<file path="src/verilog/flush_pkg.sv">
// Flush unit package
// Shared sizes, the committed instruction class and the FSM state encodings
// for the commit decoder, the flush controller and the data-cache sequencer

package flush_pkg;

    // ------------------------------
    // Sizes
    // ------------------------------
    // Width of the committed opcode port
    localparam int OP_WIDTH = 4;

    // Data cache geometry, one dirty bit per line
    localparam int DCACHE_LINES   = 16;
    localparam int LINE_IDX_WIDTH = 4;

    // Index of the final line visited by a flush scan
    localparam logic [LINE_IDX_WIDTH-1:0] LAST_LINE_IDX = LINE_IDX_WIDTH'(DCACHE_LINES - 1);

    // ------------------------------
    // Committed instruction class
    // ------------------------------
    typedef enum logic [OP_WIDTH-1:0] {
        OP_NONE        = 4'd0,
        OP_ALU         = 4'd1,
        OP_BRANCH_MISS = 4'd2,
        OP_FENCE       = 4'd3,
        OP_FENCE_I     = 4'd4,
        OP_SFENCE_VMA  = 4'd5,
        OP_CSR_WRITE   = 4'd6,
        OP_EXCEPTION   = 4'd7,
        OP_ERET        = 4'd8
    } commit_op_e;

    // ------------------------------
    // FSM states
    // ------------------------------
    // Controller side, high while a data-cache flush is outstanding
    typedef enum logic [0:0] {
        FENCE_IDLE     = 1'b0,
        FENCE_WAIT_ACK = 1'b1
    } fence_state_e;

    // Data-cache flush sequencer
    typedef enum logic [1:0] {
        DC_IDLE = 2'd0,
        DC_SCAN = 2'd1,
        DC_ACK  = 2'd2
    } dc_state_e;

endpackage

</file>
<file path="src/verilog/commit_event_decoder.sv">
// Commit event decoder
// Takes committed instructions over a valid/ready port and turns each
// accepted instruction class into a registered one-cycle flush event

`timescale 1ns/1ps

module commit_event_decoder (
    input  logic                   clk_i,
    input  logic                   rst_ni,
    // Commit port
    input  logic                   commit_valid_i,
    input  flush_pkg::commit_op_e  commit_op_i,
    input  logic                   halt_i,
    output logic                   commit_ready_o,
    // Event strobes to the flush controller
    output logic                   mispredict_o,
    output logic                   fence_o,
    output logic                   fence_i_o,
    output logic                   sfence_vma_o,
    output logic                   flush_csr_o,
    output logic                   ex_valid_o,
    output logic                   eret_o
);

    // Event bits msb first are mispredict, fence, fence.i, sfence.vma, csr, exception, eret
    logic [6:0] event_d;
    logic [6:0] event_q;
    logic       accept;

    // No new instruction while the core is halted
    assign commit_ready_o = ~halt_i;
    assign accept         = commit_valid_i & commit_ready_o;

    // ------------------------------
    // Class decode
    // ------------------------------
    always_comb begin
        event_d = 7'b0000000;
        case (commit_op_i)
            flush_pkg::OP_BRANCH_MISS: event_d = 7'b1000000;
            flush_pkg::OP_FENCE:       event_d = 7'b0100000;
            flush_pkg::OP_FENCE_I:     event_d = 7'b0010000;
            flush_pkg::OP_SFENCE_VMA:  event_d = 7'b0001000;
            flush_pkg::OP_CSR_WRITE:   event_d = 7'b0000100;
            flush_pkg::OP_EXCEPTION:   event_d = 7'b0000010;
            flush_pkg::OP_ERET:        event_d = 7'b0000001;
            // ALU and bubbles leave the pipeline alone
            default:                   event_d = 7'b0000000;
        endcase
    end

    // Event lives for exactly one cycle after the accepting edge
    always_ff @(posedge clk_i or negedge rst_ni) begin
        if (!rst_ni) begin
            event_q <= 7'b0000000;
        end else if (accept) begin
            event_q <= event_d;
        end else begin
            event_q <= 7'b0000000;
        end
    end

    assign {mispredict_o, fence_o, fence_i_o, sfence_vma_o,
            flush_csr_o, ex_valid_o, eret_o} = event_q;

    // ------------------------------
    // Assertions
    // ------------------------------
    // Controller relies on a single event per cycle
    a_event_onehot: assert property (@(posedge clk_i) disable iff (!rst_ni)
        $onehot0(event_q));

endmodule

</file>
<file path="src/verilog/dcache_flush_sequencer.sv">
// Data cache flush sequencer
// Keeps the dirty-line bitmap of a write-back cache and, on a flush request,
// walks all lines in order, streaming each dirty one out for write-back

`timescale 1ns/1ps

module dcache_flush_sequencer (
    input  logic                                 clk_i,
    input  logic                                 rst_ni,
    // Request from the flush controller
    input  logic                                 flush_dcache_i,
    // Store side marks a line dirty
    input  logic                                 mark_dirty_i,
    input  logic [flush_pkg::LINE_IDX_WIDTH-1:0] mark_line_i,
    // Write-back stream
    input  logic                                 writeback_ready_i,
    output logic                                 writeback_valid_o,
    output logic [flush_pkg::LINE_IDX_WIDTH-1:0] writeback_line_o,
    // Done pulse back to the controller
    output logic                                 flush_dcache_ack_o
);

    flush_pkg::dc_state_e                  state_d;
    flush_pkg::dc_state_e                  state_q;
    logic [flush_pkg::LINE_IDX_WIDTH-1:0]  idx_d;
    logic [flush_pkg::LINE_IDX_WIDTH-1:0]  idx_q;
    logic [flush_pkg::DCACHE_LINES-1:0]    dirty_d;
    logic [flush_pkg::DCACHE_LINES-1:0]    dirty_q;
    logic                                  line_done;

    // Current line is offered only if it still holds dirty data
    assign writeback_valid_o  = (state_q == flush_pkg::DC_SCAN) && dirty_q[idx_q];
    assign writeback_line_o   = idx_q;
    assign flush_dcache_ack_o = (state_q == flush_pkg::DC_ACK);

    // Clean lines move on at once, dirty ones wait for the handshake
    assign line_done = !dirty_q[idx_q] || writeback_ready_i;

    // ------------------------------
    // Scan FSM
    // ------------------------------
    always_comb begin
        state_d = state_q;
        idx_d   = idx_q;
        dirty_d = dirty_q;

        case (state_q)
            flush_pkg::DC_IDLE: begin
                if (flush_dcache_i) begin
                    state_d = flush_pkg::DC_SCAN;
                    idx_d   = '0;
                end
            end
            flush_pkg::DC_SCAN: begin
                if (line_done) begin
                    // Transferred line is clean again
                    dirty_d[idx_q] = 1'b0;
                    if (idx_q == flush_pkg::LAST_LINE_IDX) begin
                        state_d = flush_pkg::DC_ACK;
                    end else begin
                        idx_d = idx_q + 1'b1;
                    end
                end
            end
            flush_pkg::DC_ACK: begin
                state_d = flush_pkg::DC_IDLE;
            end
            default: begin
                state_d = flush_pkg::DC_IDLE;
            end
        endcase

        // New store wins over a same-cycle write-back of that line
        if (mark_dirty_i) begin
            dirty_d[mark_line_i] = 1'b1;
        end
    end

    always_ff @(posedge clk_i or negedge rst_ni) begin
        if (!rst_ni) begin
            state_q <= flush_pkg::DC_IDLE;
            idx_q   <= '0;
            dirty_q <= '0;
        end else begin
            state_q <= state_d;
            idx_q   <= idx_d;
            dirty_q <= dirty_d;
        end
    end

    // ------------------------------
    // Assertions
    // ------------------------------
    // Stalled write-back keeps its line until taken
    a_wb_stable: assert property (@(posedge clk_i) disable iff (!rst_ni)
        writeback_valid_o && !writeback_ready_i |=>
            writeback_valid_o && $stable(writeback_line_o));

endmodule

</file>
<file path="src/verilog/flush_controller.sv">
// Pipeline flush controller
// Maps commit events onto per-stage flush strobes and the set-PC strobe,
// keeps a data-cache flush request raised until the cache acknowledges it
// and halts the commit port while that fence is in flight

`timescale 1ns/1ps

module flush_controller (
    input  logic clk_i,
    input  logic rst_ni,
    // Events from the commit decoder
    input  logic mispredict_i,
    input  logic fence_i,
    input  logic fence_i_i,
    input  logic sfence_vma_i,
    input  logic flush_csr_i,
    input  logic ex_valid_i,
    input  logic eret_i,
    // Halt request from the CSR file such as WFI
    input  logic halt_csr_i,
    // Data cache has finished writing back
    input  logic flush_dcache_ack_i,
    // Frontend and pipeline strobes
    output logic set_pc_commit_o,
    output logic flush_if_o,
    output logic flush_unissued_instr_o,
    output logic flush_id_o,
    output logic flush_ex_o,
    output logic flush_bp_o,
    // Cache and TLB maintenance
    output logic flush_icache_o,
    output logic flush_tlb_o,
    output logic flush_dcache_o,
    // Stall for the commit port
    output logic halt_o
);

    flush_pkg::fence_state_e fence_state_d;
    flush_pkg::fence_state_e fence_state_q;
    logic                    flush_dcache;
    logic                    fence_active;

    // ------------------------------
    // Flush decision
    // ------------------------------
    // Later rules override earlier ones
    always_comb begin
        fence_state_d          = fence_state_q;
        set_pc_commit_o        = 1'b0;
        flush_if_o             = 1'b0;
        flush_unissued_instr_o = 1'b0;
        flush_id_o             = 1'b0;
        flush_ex_o             = 1'b0;
        flush_bp_o             = 1'b0;
        flush_icache_o         = 1'b0;
        flush_tlb_o            = 1'b0;
        flush_dcache           = 1'b0;

        // Mispredict only kills what is still in the frontend
        if (mispredict_i) begin
            flush_if_o             = 1'b1;
            flush_unissued_instr_o = 1'b1;
        end

        // FENCE behaves like a CSR write that also drains the data cache
        if (fence_i) begin
            set_pc_commit_o        = 1'b1;
            flush_if_o             = 1'b1;
            flush_unissued_instr_o = 1'b1;
            flush_id_o             = 1'b1;
            flush_ex_o             = 1'b1;
            flush_dcache           = 1'b1;
            fence_state_d          = flush_pkg::FENCE_WAIT_ACK;
        end

        // FENCE.I drains the data cache and drops the icache
        if (fence_i_i) begin
            set_pc_commit_o        = 1'b1;
            flush_if_o             = 1'b1;
            flush_unissued_instr_o = 1'b1;
            flush_id_o             = 1'b1;
            flush_ex_o             = 1'b1;
            flush_icache_o         = 1'b1;
            flush_dcache           = 1'b1;
            fence_state_d          = flush_pkg::FENCE_WAIT_ACK;
        end

        // Hold the request until the sequencer is done
        if (fence_state_q == flush_pkg::FENCE_WAIT_ACK) begin
            if (flush_dcache_ack_i) begin
                fence_state_d = flush_pkg::FENCE_IDLE;
            end else begin
                flush_dcache = 1'b1;
            end
        end

        // SFENCE.VMA restarts from commit with fresh translations
        if (sfence_vma_i) begin
            set_pc_commit_o        = 1'b1;
            flush_if_o             = 1'b1;
            flush_unissued_instr_o = 1'b1;
            flush_id_o             = 1'b1;
            flush_ex_o             = 1'b1;
            flush_tlb_o            = 1'b1;
        end

        // CSR side effects
        if (flush_csr_i) begin
            set_pc_commit_o        = 1'b1;
            flush_if_o             = 1'b1;
            flush_unissued_instr_o = 1'b1;
            flush_id_o             = 1'b1;
            flush_ex_o             = 1'b1;
        end

        // Trap entry and return take the PC from the CSR file
        if (ex_valid_i || eret_i) begin
            set_pc_commit_o        = 1'b0;
            flush_if_o             = 1'b1;
            flush_unissued_instr_o = 1'b1;
            flush_id_o             = 1'b1;
            flush_ex_o             = 1'b1;
            flush_bp_o             = 1'b1;
        end
    end

    // ------------------------------
    // Halt
    // ------------------------------
    // The fence event itself counts so commit stops in the strobe cycle
    assign fence_active = (fence_state_q == flush_pkg::FENCE_WAIT_ACK) | fence_i | fence_i_i;
    assign halt_o       = halt_csr_i | fence_active;

    // ------------------------------
    // Registers
    // ------------------------------
    always_ff @(posedge clk_i or negedge rst_ni) begin
        if (!rst_ni) begin
            fence_state_q  <= flush_pkg::FENCE_IDLE;
            flush_dcache_o <= 1'b0;
        end else begin
            fence_state_q  <= fence_state_d;
            // Registered request toward the sequencer
            flush_dcache_o <= flush_dcache;
        end
    end

    // ------------------------------
    // Assertions
    // ------------------------------
    a_ack_while_waiting: assert property (@(posedge clk_i) disable iff (!rst_ni)
        flush_dcache_ack_i |-> fence_state_q == flush_pkg::FENCE_WAIT_ACK);

endmodule

</file>
<file path="src/verilog/flush_unit_top.sv">
// Pipeline flush unit
// Commit-side event decoder, flush controller and write-back data cache
// flush sequencer joined into one block

`timescale 1ns/1ps

module flush_unit_top (
    input  logic                                 clk_i,
    input  logic                                 rst_ni,
    // Commit port
    input  logic                                 commit_valid_i,
    input  logic [flush_pkg::OP_WIDTH-1:0]       commit_op_i,
    output logic                                 commit_ready_o,
    // CSR halt request
    input  logic                                 halt_csr_i,
    // Dirty marks from the store path
    input  logic                                 mark_dirty_i,
    input  logic [flush_pkg::LINE_IDX_WIDTH-1:0] mark_line_i,
    // Write-back stream
    input  logic                                 writeback_ready_i,
    output logic                                 writeback_valid_o,
    output logic [flush_pkg::LINE_IDX_WIDTH-1:0] writeback_line_o,
    // Flush strobes
    output logic                                 set_pc_commit_o,
    output logic                                 flush_if_o,
    output logic                                 flush_unissued_instr_o,
    output logic                                 flush_id_o,
    output logic                                 flush_ex_o,
    output logic                                 flush_bp_o,
    output logic                                 flush_icache_o,
    output logic                                 flush_tlb_o,
    output logic                                 flush_dcache_o,
    output logic                                 halt_o
);

    flush_pkg::commit_op_e commit_op;
    logic                  mispredict;
    logic                  fence;
    logic                  fence_i;
    logic                  sfence_vma;
    logic                  flush_csr;
    logic                  ex_valid;
    logic                  eret;
    logic                  flush_dcache_ack;

    // Raw opcode bits into the class encoding
    assign commit_op = flush_pkg::commit_op_e'(commit_op_i);

    // ------------------------------
    // Producer
    // ------------------------------
    commit_event_decoder u_decoder (
        .clk_i          (clk_i),
        .rst_ni         (rst_ni),
        .commit_valid_i (commit_valid_i),
        .commit_op_i    (commit_op),
        .halt_i         (halt_o),
        .commit_ready_o (commit_ready_o),
        .mispredict_o   (mispredict),
        .fence_o        (fence),
        .fence_i_o      (fence_i),
        .sfence_vma_o   (sfence_vma),
        .flush_csr_o    (flush_csr),
        .ex_valid_o     (ex_valid),
        .eret_o         (eret)
    );

    // ------------------------------
    // Controller
    // ------------------------------
    flush_controller u_flush_ctrl (
        .clk_i                  (clk_i),
        .rst_ni                 (rst_ni),
        .mispredict_i           (mispredict),
        .fence_i                (fence),
        .fence_i_i              (fence_i),
        .sfence_vma_i           (sfence_vma),
        .flush_csr_i            (flush_csr),
        .ex_valid_i             (ex_valid),
        .eret_i                 (eret),
        .halt_csr_i             (halt_csr_i),
        .flush_dcache_ack_i     (flush_dcache_ack),
        .set_pc_commit_o        (set_pc_commit_o),
        .flush_if_o             (flush_if_o),
        .flush_unissued_instr_o (flush_unissued_instr_o),
        .flush_id_o             (flush_id_o),
        .flush_ex_o             (flush_ex_o),
        .flush_bp_o             (flush_bp_o),
        .flush_icache_o         (flush_icache_o),
        .flush_tlb_o            (flush_tlb_o),
        .flush_dcache_o         (flush_dcache_o),
        .halt_o                 (halt_o)
    );

    // ------------------------------
    // Consumer
    // ------------------------------
    dcache_flush_sequencer u_dc_seq (
        .clk_i              (clk_i),
        .rst_ni             (rst_ni),
        .flush_dcache_i     (flush_dcache_o),
        .mark_dirty_i       (mark_dirty_i),
        .mark_line_i        (mark_line_i),
        .writeback_ready_i  (writeback_ready_i),
        .writeback_valid_o  (writeback_valid_o),
        .writeback_line_o   (writeback_line_o),
        .flush_dcache_ack_o (flush_dcache_ack)
    );

endmodule
</file>
<file path="config.mk">
export PLATFORM = sky130hd
export DESIGN_NAME = flush_unit_top
export DESIGN_NICKNAME = d
export VERILOG_FILES = /design/src/verilog/flush_pkg.sv /design/src/verilog/commit_event_decoder.sv /design/src/verilog/dcache_flush_sequencer.sv /design/src/verilog/flush_controller.sv /design/src/verilog/flush_unit_top.sv
export SDC_FILE = /design/constraint.sdc
export NUM_CORES = 1
export LEC_CHECK = 0
export BUFFER_PORTS_ARGS = -buffer_cell sky130_fd_sc_hd__buf_2
export CORE_AREA = 2 2 63 65
export CTS_CLUSTER_DIAMETER = 120
export CTS_CLUSTER_SIZE = 8
export DETAILED_ROUTE_END_ITERATION = 10
export DIE_AREA = 0 0 65 67
export GPL_TIMING_DRIVEN = 0
export PLACE_DENSITY = 0.73
export SLEW_MARGIN = 20
export SYNTH_ARGS = -nofsm -noshare
export SYNTH_HDL_FRONTEND = slang
export SYNTH_SLANG_ARGS = --single-unit
</file>
<file path="constraint.sdc">
create_clock -name clk_i -period 1.72 [get_ports clk_i]
set_clock_uncertainty 0.2 [all_clocks]
set_input_delay 0.086 -clock clk_i [delete_from_list [all_inputs] [get_ports clk_i]]
set_output_delay 0.086 -clock clk_i [all_outputs]
set_load 0.02 [all_outputs]
</file>
---- Word-level counts from Yosys, hierarchy flattened ----
Index checks and enable logic that the tools add are counted.
storage, ports and cells
  register bits after elaboration ......... 31
operators by class
  $add $sub $neg .......................... 1
  magnitude comparators ................... 4
  equality and inequality tests ........... 14
  multiplexer cells ....................... 40
  bitwise operators ....................... 8
  reductions and logical operators ........ 10
operator list
  kind                   count
  $pmux W7 S7            1
  $mux W16               3
  $mux W1                24
  $and A16 B16 Y16       1
  $eq A4 B3 Y1 const B   4
  $not A16 Y16           1
  $or A16 B16 Y16        1
  $mux W4                3
  $lt A4 B5 Y1 const B   2
  $demux W1 S4           2
  $eq A4 B2 Y1 const B   2
  $eq A4 B4 Y1 const B   2
  $ge A4 B1 Y1 const B   2
  $pmux W4 S2            1
  $mux W7                1
  $mux W2                3
  $ne A2 B2 Y1 const B   3
  $add A4 B1 Y4 const B  1
  $bmux W1 S4            1
  $pmux W2 S2            1
  $reduce_and A4 Y1      1
  $logic_and A1 B1 Y1    3
  $or A1 B1 Y1           3
  $reduce_and A3 Y1      1
  other kinds (9)        10

---- Longest topological paths before layout ----
Gate-level depths: netlist of the first run.
  depth after elaboration ................. 10
  mapped depth ............................ 6

---- Modules after synthesis ----
From an unflattened synthesis of the first run, not the netlist that was laid out.
second synthesis, totals
  cell total of the unflattened synthesis .. 175
  area total of the unflattened synthesis .. 1,730.4 um^2
modules (own cells, without submodules)
  module                  instances  cells each  area each (um^2)  sequential area each (um^2)
  dcache_flush_sequencer  1          137         1,308.8           550.5
  commit_event_decoder    1          20          276.5             175.2
  flush_controller        1          18          145.1             50.0

---- Worst setup path before layout of the first run ----
Ideal clock, no wire load.
  path kind ............................... flip-flop to flip-flop
  start ................................... reg u_dc_seq.idx_q (netlist bit u_dc_seq.writeback_line_o[0])
  end ..................................... reg u_dc_seq.dirty_q[12] (netlist bit)
  library setup time ...................... 118 ps
  data arrival time ....................... 1,683 ps
  path slack .............................. -282 ps
  cell stages (with the launch flop) ...... 7
  clock period less this slack ............ 2,002 ps
  path through ............................ dfrtp_1 buf_6 mux2i_1 a221oi_2 and2_4 or3_4 a21o_1
on the way
  cells in the longest elaborated chain, start to end .. 10
  elaborated cells on any way between the ends .. 15
RTL lines
  what                                                                line                          source
  from (decl)                                                         dcache_flush_sequencer.sv:26  logic [flush_pkg::LINE_IDX_WIDTH-1:0] idx_q;
  from (signal assigned)                                              dcache_flush_sequencer.sv:86  idx_q <= idx_d;
  $lt A4 B5 Y1 (not written as such) or $ge A4 B1 Y1 (tied branches)  dcache_flush_sequencer.sv:57  dirty_d[idx_q] = 1'b0;
  $logic_and A1 B1 Y1 (not written as such)                           dcache_flush_sequencer.sv:57
  $mux W1 (not written as such)                                       dcache_flush_sequencer.sv:57
  $demux W1 S4                                                        --
  $not A16 Y16 (no source line)                                       --
  $and A16 B16 Y16 (no source line)                                   --
  $mux W16 (*)                                                        dcache_flush_sequencer.sv:55  if (line_done) begin
  $mux W16 (*)                                                        dcache_flush_sequencer.sv:47  case (state_q)
  $or A16 B16 Y16 (no source line)                                    --
  $mux W16 (*)                                                        dcache_flush_sequencer.sv:74  if (mark_dirty_i) begin
  named net u_dc_seq.dirty_d (one bit)                                dcache_flush_sequencer.sv:27  logic [flush_pkg::DCACHE_LINES-1:0] dirty_d;
  to (signal assigned)                                                dcache_flush_sequencer.sv:87  dirty_q <= dirty_d;
  to (decl)                                                           dcache_flush_sequencer.sv:28  logic [flush_pkg::DCACHE_LINES-1:0] dirty_q;
The timed path passes the listed nets; every way through them passes the cells marked *. The select of a mux whose other input is x is not followed.
A chain may end at the register's enable or synchronous reset.

---- Worst setup path in the final report of the first run ----
  start ................................... reg u_dc_seq.idx_q (netlist bit u_dc_seq.writeback_line_o[0])
  end ..................................... reg u_dc_seq.idx_q (netlist bit u_dc_seq.writeback_line_o[1])
on the way
  cells in the longest elaborated chain, start to end .. 6
  elaborated cells on any way between the ends .. 12
RTL lines
  what                                line                          source
  $bmux W1 S4                         dcache_flush_sequencer.sv:37  assign line_done = !dirty_q[idx_q] || writeback_ready_i;
  $mux W1 (not written as such)       dcache_flush_sequencer.sv:37
  $logic_not A1 Y1                    dcache_flush_sequencer.sv:37
  $logic_or A1 B1 Y1                  dcache_flush_sequencer.sv:37
  $ne A2 B1 Y1 (no source line)       --
  $reduce_and A4 Y1 (no source line)  --
Parallel ways exist; a longest one is shown, timed or not. The select of a mux whose other input is x is not followed.

==> flow_summary_export.csv, run 1 <==
group,metric,value,unit
synthesis,yosysTopAreaCell,"dfrtp_1",
worst_setup_path,slowest_stage,"dfrtp_2",
synthesis,synth.most_common_cell,"dfrtp_1",
detailed_routing,vias,1700,
synthesis,synth-seq-cells,31,
synthesis,yosysTopAreaCellShare,0.4419,
cts,clockBufferDepth,2,
detailed_routing,drc,0,
detailed_routing,vias_per_cell,6.050,
floorplanning,core-area,3606,sq um
cts,clk_latency,290,ps
place,gp_congestion,0.8739,
timing,setup_viol_count_final,29,
power,vdd_drop_max,0.9324,mV
final_layout,postLayoutCoreUtil,0.6801,
worst_setup_path,cp-end-kind,"register",
worst_setup_path,r2r_start,"u_dc_seq.writeback_line_o[0]",
worst_setup_path,cp_num_buf_inv,2,
global_routing,grt_pass1_vias,1706,
synthesis,netlist_area,1755,sq um
worst_setup_path,critPathLaunchType,"register",
synthesis,syn_inst,178,
timing,report.final.slew_viol_count,0,
floorplanning,die-area,4355,sq um
global_routing,grt_pass1_wl,7762,um
synthesis,syn-mean-instance-area,9.862,sq um
worst_setup_path,rrSetupSlack,-400,ps
timing,hold_ws,19.68,ps
job,drv_cap,0,
cts,htree_num_levels,2,
global_routing,antenna_found_initial,0,
floorplanning,die_width,65,um
synthesis,async_flop_share,1.000,
worst_setup_path,path_class,"register to register",
synthesis,ys_top_cells_by_count,"dfrtp_1, nor2_1, nand2_1, inv_1, nand4_1",
timing,worstMarginPinSlew,700.8,ps
synthesis,yosysSeqAreaShare,0.4419,
run_status,violations,"setup timing",
timing,slew_headroom,0.5328,
cts,clockRootBuffer,"clkbuf_8",
place,dp_worst_setup_slack,-257.0,ps
synthesis,yosysWarnings,0,
worst_setup_path,crit_start,"u_dc_seq.writeback_line_o[0]",
worst_setup_path,cp_max_fo,5,
timing,finalCritPeriodShare,1.232,
cts,cts.clk_slew.worst_paths,70,ps
worst_setup_path,worstReg2RegEnd,"u_dc_seq.writeback_line_o[1]",
cts,clock_sinks,31,
worst_setup_path,critPathMaxStageDelay,450,ps
final_layout,drive_above_1_share,0.3691,
cts,numCtsBuffers,5,
power,p_leak,1.103,nW
synthesis,synthDistinctLibCells,48,
floorplanning,row_count,22,
final_layout,area_growth,39.70,%
detailed_routing,firstDrtPassIters,4,
synthesis,synth_ff_type,"dfrtp_1",
worst_setup_path,required,1690,ps
worst_setup_path,worstPathArrival,2090,ps
worst_setup_path,path_depth,7,
timing,final.setup.worst_slack,-399.4,ps
run_status,status,"complete, but fails checks",
worst_setup_path,r2r_cells,7,
floorplanning,start_util,0.4868,
worst_hold_path,hold_path.class,"input port to register",
worst_setup_path,crit_family,"compound AO/OA/AOI/OAI gates",
place,dp_hpwl,3151,um
power,finalPower,4.253,mW
worst_setup_path,cp-endpoint,"u_dc_seq.writeback_line_o[1]",
synthesis,synth_edf_count,0,
global_routing,overflow,0,
detailed_routing,final_antenna_net_count,0,
final_layout,nNetsFinal,250,
place,port_buffers,28,
final_layout,n_antenna_cell,0,
detailed_routing,initialDrtViolationCount,102,
timing,min_period,2119,ps
synthesis,syn_nets,196,
cts,cts_tree,"yes",
floorplanning,io_pins,30,
global_routing,grt_usage,0.2349,
synthesis,synthTopCellsByArea,"dfrtp_1, mux2i_1, nor2_1, nand4_1, ha_1",
global_routing,grt_max_degree,32,
detailed_routing,avgRoutedWirePerCell,17.70,um
detailed_routing,wirelength,4973,um
timing,max_freq,471.8,MHz
timing,rsz0062_at_grt,"yes",
floorplanning,chipHeight,67,um
worst_setup_path,path_cells,"buf_12, mux2i_4, a221oi_4, buf_4, and2_4, nor2_2, o311ai_2",
timing,hold_violations,0,
power,power_density,1734,nW/um^2
cell usage in the layout, fill, tap and decap left out, types with 5 or more instances in the layout:
master,instances
nand4_1,10
nand4b_1,5
inv_1,10
nand2_1,11
nand3_1,6
a21o_1,5
nor2_1,15
buf_6,10
dfrtp_2,5
dlygate4sd3_1,9
buf_2,22
buf_4,9
dfrtp_1,26
clkbuf_8,7
state kept, by name (all words and copies together), names as in the netlist:
register and count:
u_dc_seq.dirty_q 16, u_dc_seq.state_q 2, u_dc_seq.writeback_line_o 4, u_decoder.event_q 7, u_flush_ctrl.fence_state_q 1, u_flush_ctrl.flush_dcache_o 1
how the worst min path moves through the flow:
stage / from / end / slack [ps] / depth (start not counted)
5_1_grt: mark_line_i[2] / u_dc_seq.dirty_q[7] / 20 / 3
3_5_place_dp: rst_ni / u_dc_seq.dirty_q[12] / -30 / 1
2_1_floorplan: rst_ni / u_dc_seq.dirty_q[0] / -410 / 0
4_1_cts: mark_line_i[2] / u_dc_seq.dirty_q[7] / 5 / 3
3_3_place_gp: rst_ni / u_dc_seq.dirty_q[12] / -40 / 1
6_report: mark_dirty_i / u_dc_seq.dirty_q[11] / 20 / 3
through the flow:
| stage | instance area [sq um] | TNS (ps) | std cells |
|---|---|---|---|
| global placement | 2006 | -3356 | 254 |
| floorplan | 1805 | -1192 | 178 |
| CTS | 2333 | -3881 | 278 |
| finish | 2452 | -6264 | 281 |
| global route | 2452 | -8154 | 281 |
| detailed placement | 2006 | -4079 | 254 |
power by group:
group	leakage, nW	switching [mW]	internal (mW)
Clock	0.0505	0.277	0.364
Combinational	0.682	1.33	1.07
Sequential	0.371	0.231	0.985
worst reg2reg max path: cells and delay by family, from the launching register on:
kind | cells | cell delay [ps]
mux | 1 | 190
buf+inv | 2 | 340
simple gates | 2 | 240
flops | 1 | 450
compound gates | 2 | 600
layer usage:
metal / GRT usage / wire length [um] / vias up
li1: - / - / 768
met4: 0.08511 / 169 / 0
met2: 0.4265 / 2525 / 92
met1: 0.2655 / 1871 / 818
met5: 0 / 0 / -
met3: 0.05912 / 407 / 22
repair_timing:
item                                    in CTS  in global routing
pin swaps                                    7                  9
gates cloned                                 0                  1
hold buffers                                 9                  0
resized for setup                           21                 17
buffers inserted                             7                  5
endpoints found under the setup margin      28                 32
endpoints found under the hold margin       39                  0
logic make-up after synthesis:
family	Yosys count	synth area share
buf+inv	18	0.05203
simple gates	81	0.2651
fa+ha+maj	4	0.02851
flops	31	0.4419
mux	8	0.04562
compound gates	36	0.1668
final cells by class:
cell class / count / area [sq um]
clock buffers: 7 / 96.34
clock inverters: 1 / 7.507
multi-input cells: 129 / 1032
well taps: 48 / 60.06
fillers: 271 / 1154
inverters: 11 / 41.29
repair buffers: 47 / 364.1
plain buffers: 7 / 68.82
flip-flops and latches: 31 / 782.0
Power figures use the tool's default switching activity.
==> run 2, diff against run 1 <==
CELL_PAD_IN_SITES_DETAIL_PLACEMENT = 0   (was unset)
CELL_PAD_IN_SITES_GLOBAL_PLACEMENT = 1   (was unset)
CORE_AREA = 2 2 71 73   (was 2 2 63 65)
DIE_AREA = 0 0 73 75   (was 0 0 65 67)
PLACE_DENSITY = unset   (was 0.73)
PLACE_DENSITY_LB_ADDON = 0.1   (was unset)
==> run 2 against run 1 <==
Effect of this change: the flow still finishes with violations (setup timing); critical path type is now register to primary output; design area increased by 2.9%; power up 3.0%; highest routed layer unchanged; setup slack improved by 100 ps; first-iteration DRC count is the same.
==> flow_summary_export.csv, run 2 (same netlist as run 1, synthesis figures left out) <==
group,metric,value,unit
cts,numCtsBuffers,5,
worst_setup_path,slowest_stage,"dfrtp_2",
timing,final.setup.worst_slack,-296.5,ps
detailed_routing,vias_per_cell,5.601,
worst_setup_path,critPathLaunchType,"register",
final_layout,multi_input_area,1050,sq um
worst_hold_path,hold_path.class,"input port to register",
worst_setup_path,required,1430,ps
worst_setup_path,critPathMaxStageDelay,410,ps
floorplanning,row_count,25,
cts,clockRootBuffer,"clkbuf_8",
final_layout,n_antenna_cell,0,
timing,hold_violations,0,
timing,finalCritPeriodShare,1.172,
power,finalPower,4.380,mW
final_layout,final_area,2522,sq um
run_status,status,"complete, but fails checks",
cts,clock_sinks,31,
timing,hold_ws,6.527,ps
final_layout,largest_register_ffs,16,
cts,htree_num_levels,2,
final_layout,final_common_cell,"dfrtp_1",
global_routing,top_usage_layer,"met2",
final_layout,nNetsFinal,256,
timing,setup_viol_count_final,27,
timing,final.setup.tns,-4593,ps
detailed_routing,wirelength,4923,um
power,power_density,1736,nW/um^2
place,placed_area,2013,sq um
global_routing,grt_usage,0.1894,
run_status,violations,"setup timing",
worst_setup_path,worstPathArrival,1730,ps
worst_setup_path,path_cells,"buf_8, mux2i_2, a221oi_4, nand2_1, a21oi_2, buf_6",
global_routing,grt_pass1_wl,7838,um
global_routing,met1_usage,0.2513,
detailed_routing,avgRoutedWirePerCell,16.80,um
place,dp_hpwl,3354,um
worst_setup_path,crit_family,"compound AO/OA/AOI/OAI gates",
place,port_buffers,28,
detailed_routing,final_antenna_net_count,0,
floorplanning,start_util,0.3766,
worst_setup_path,path_depth,6,
final_layout,n_fill_cell,416,
cts,clk_latency,280,ps
floorplanning,io_pins,30,
timing,min_period,2017,ps
worst_setup_path,cp-end-kind,"primary output",
detailed_routing,initialDrtViolationCount,102,
cts,cts.clk_slew.worst_paths,70,ps
worst_setup_path,r2r_cells,8,
job,drv_cap,0,
timing,report.final.slew_viol_count,0,
power,vdd_drop_max,0.9924,mV
global_routing,met2_usage,0.3103,
final_layout,drive_above_1_share,0.3891,
global_routing,grt_max_degree,32,
final_layout,area_growth,43.69,%
timing,slew_headroom,0.5237,
final_layout,regArea,782.0,sq um
timing,worstMarginPinSlew,714.4,ps
floorplanning,core-area,4661,sq um
timing,max_freq,495.9,MHz
global_routing,grt_pass1_vias,1620,
detailed_routing,drc,0,
final_layout,regMostFlops,"u_dc_seq.dirty_q",
global_routing,overflow,0,
detailed_routing,firstDrtPassIters,4,
floorplanning,die-area,5475,sq um
worst_setup_path,path_class,"register to primary output",
place,gp_congestion,0.7713,
floorplanning,chipHeight,75,um
floorplanning,die_width,73,um
final_layout,final_cell_mix,"dfrtp_1, buf_2, nor2_1",
global_routing,use_met3,0.03748,
timing,rsz0062_at_grt,"yes",
cts,cts_tree,"yes",
cts,clockBufferDepth,2,
worst_setup_path,cp_num_buf_inv,2,
worst_hold_path,whs_path_depth,3,
place,dp_worst_setup_slack,-261.4,ps
detailed_routing,vias,1641,
power,p_leak,1.147,nW
global_routing,antenna_found_initial,0,
worst_setup_path,cp_max_fo,7,
## run 2: per-stage QoR
step | instances | util
global route | 293 | 0.5412
CTS | 289 | 0.5133
global placement | 260 | 0.4319
detailed placement | 260 | 0.4319
floorplan | 178 | -
finish | 293 | 0.5412
## run 2: worst reg2reg max path, cell delays in order (launching register included)
cell and delay, ps:
dfrtp_2 410, buf_8 150, buf_4 150, nor2b_4 130
a221oi_2 300, buf_4 170, nand2_4 70, a211o_1 290
nand3_1 70
## run 2: cell type report
| class | count | area share |
|---|---|---|
| buffer | 6 | 0.02282 |
| clock buffer | 6 | 0.03274 |
| clock inverter | 2 | 0.01389 |
| inverter | 11 | 0.01786 |
| multi-input combinational | 130 | 0.4162 |
| sequential | 31 | 0.3100 |
| tap | 54 | 0.02679 |
| timing repair buffer | 53 | 0.1597 |
## run 2: power breakdown
group	internal [mW]	total, mW	switching [mW]
logic	1.10	2.41	1.31
clock network	0.469	0.761	0.292
registers	0.987	1.21	0.224
## run 2: repair_timing
item,4_1_cts,5_1_grt
setup endpoints to repair,26,29
setup buffers,9,4
endpoints found under the hold margin,41,0
gates cloned,1,0
resized for setup,20,24
hold buffers,12,0
pin swaps,13,18
## run 2: worst paths after layout
kind	start	end	slack, ps
max reg2reg	u_dc_seq.writeback_line_o[0]	u_dc_seq.writeback_line_o[2]	-280
min	mark_line_i[0]	u_dc_seq.dirty_q[7]	7
max	u_dc_seq.writeback_line_o[0]	writeback_valid_o	-300
min in group asynchronous	rst_ni	u_dc_seq.dirty_q[10]	180
min reg2reg	u_dc_seq.dirty_q[2]	u_dc_seq.dirty_q[2]	290
max in group asynchronous	rst_ni	u_decoder.event_q[5]	620
## run 2: layer usage
| metal | vias up | share of wire |
|---|---|---|
| met5 | - | 0 |
| li1 | 782 | - |
| met4 | 0 | 0.0077 |
| met1 | 825 | 0.44 |
| met3 | 4 | 0.028 |
| met2 | 30 | 0.52 |
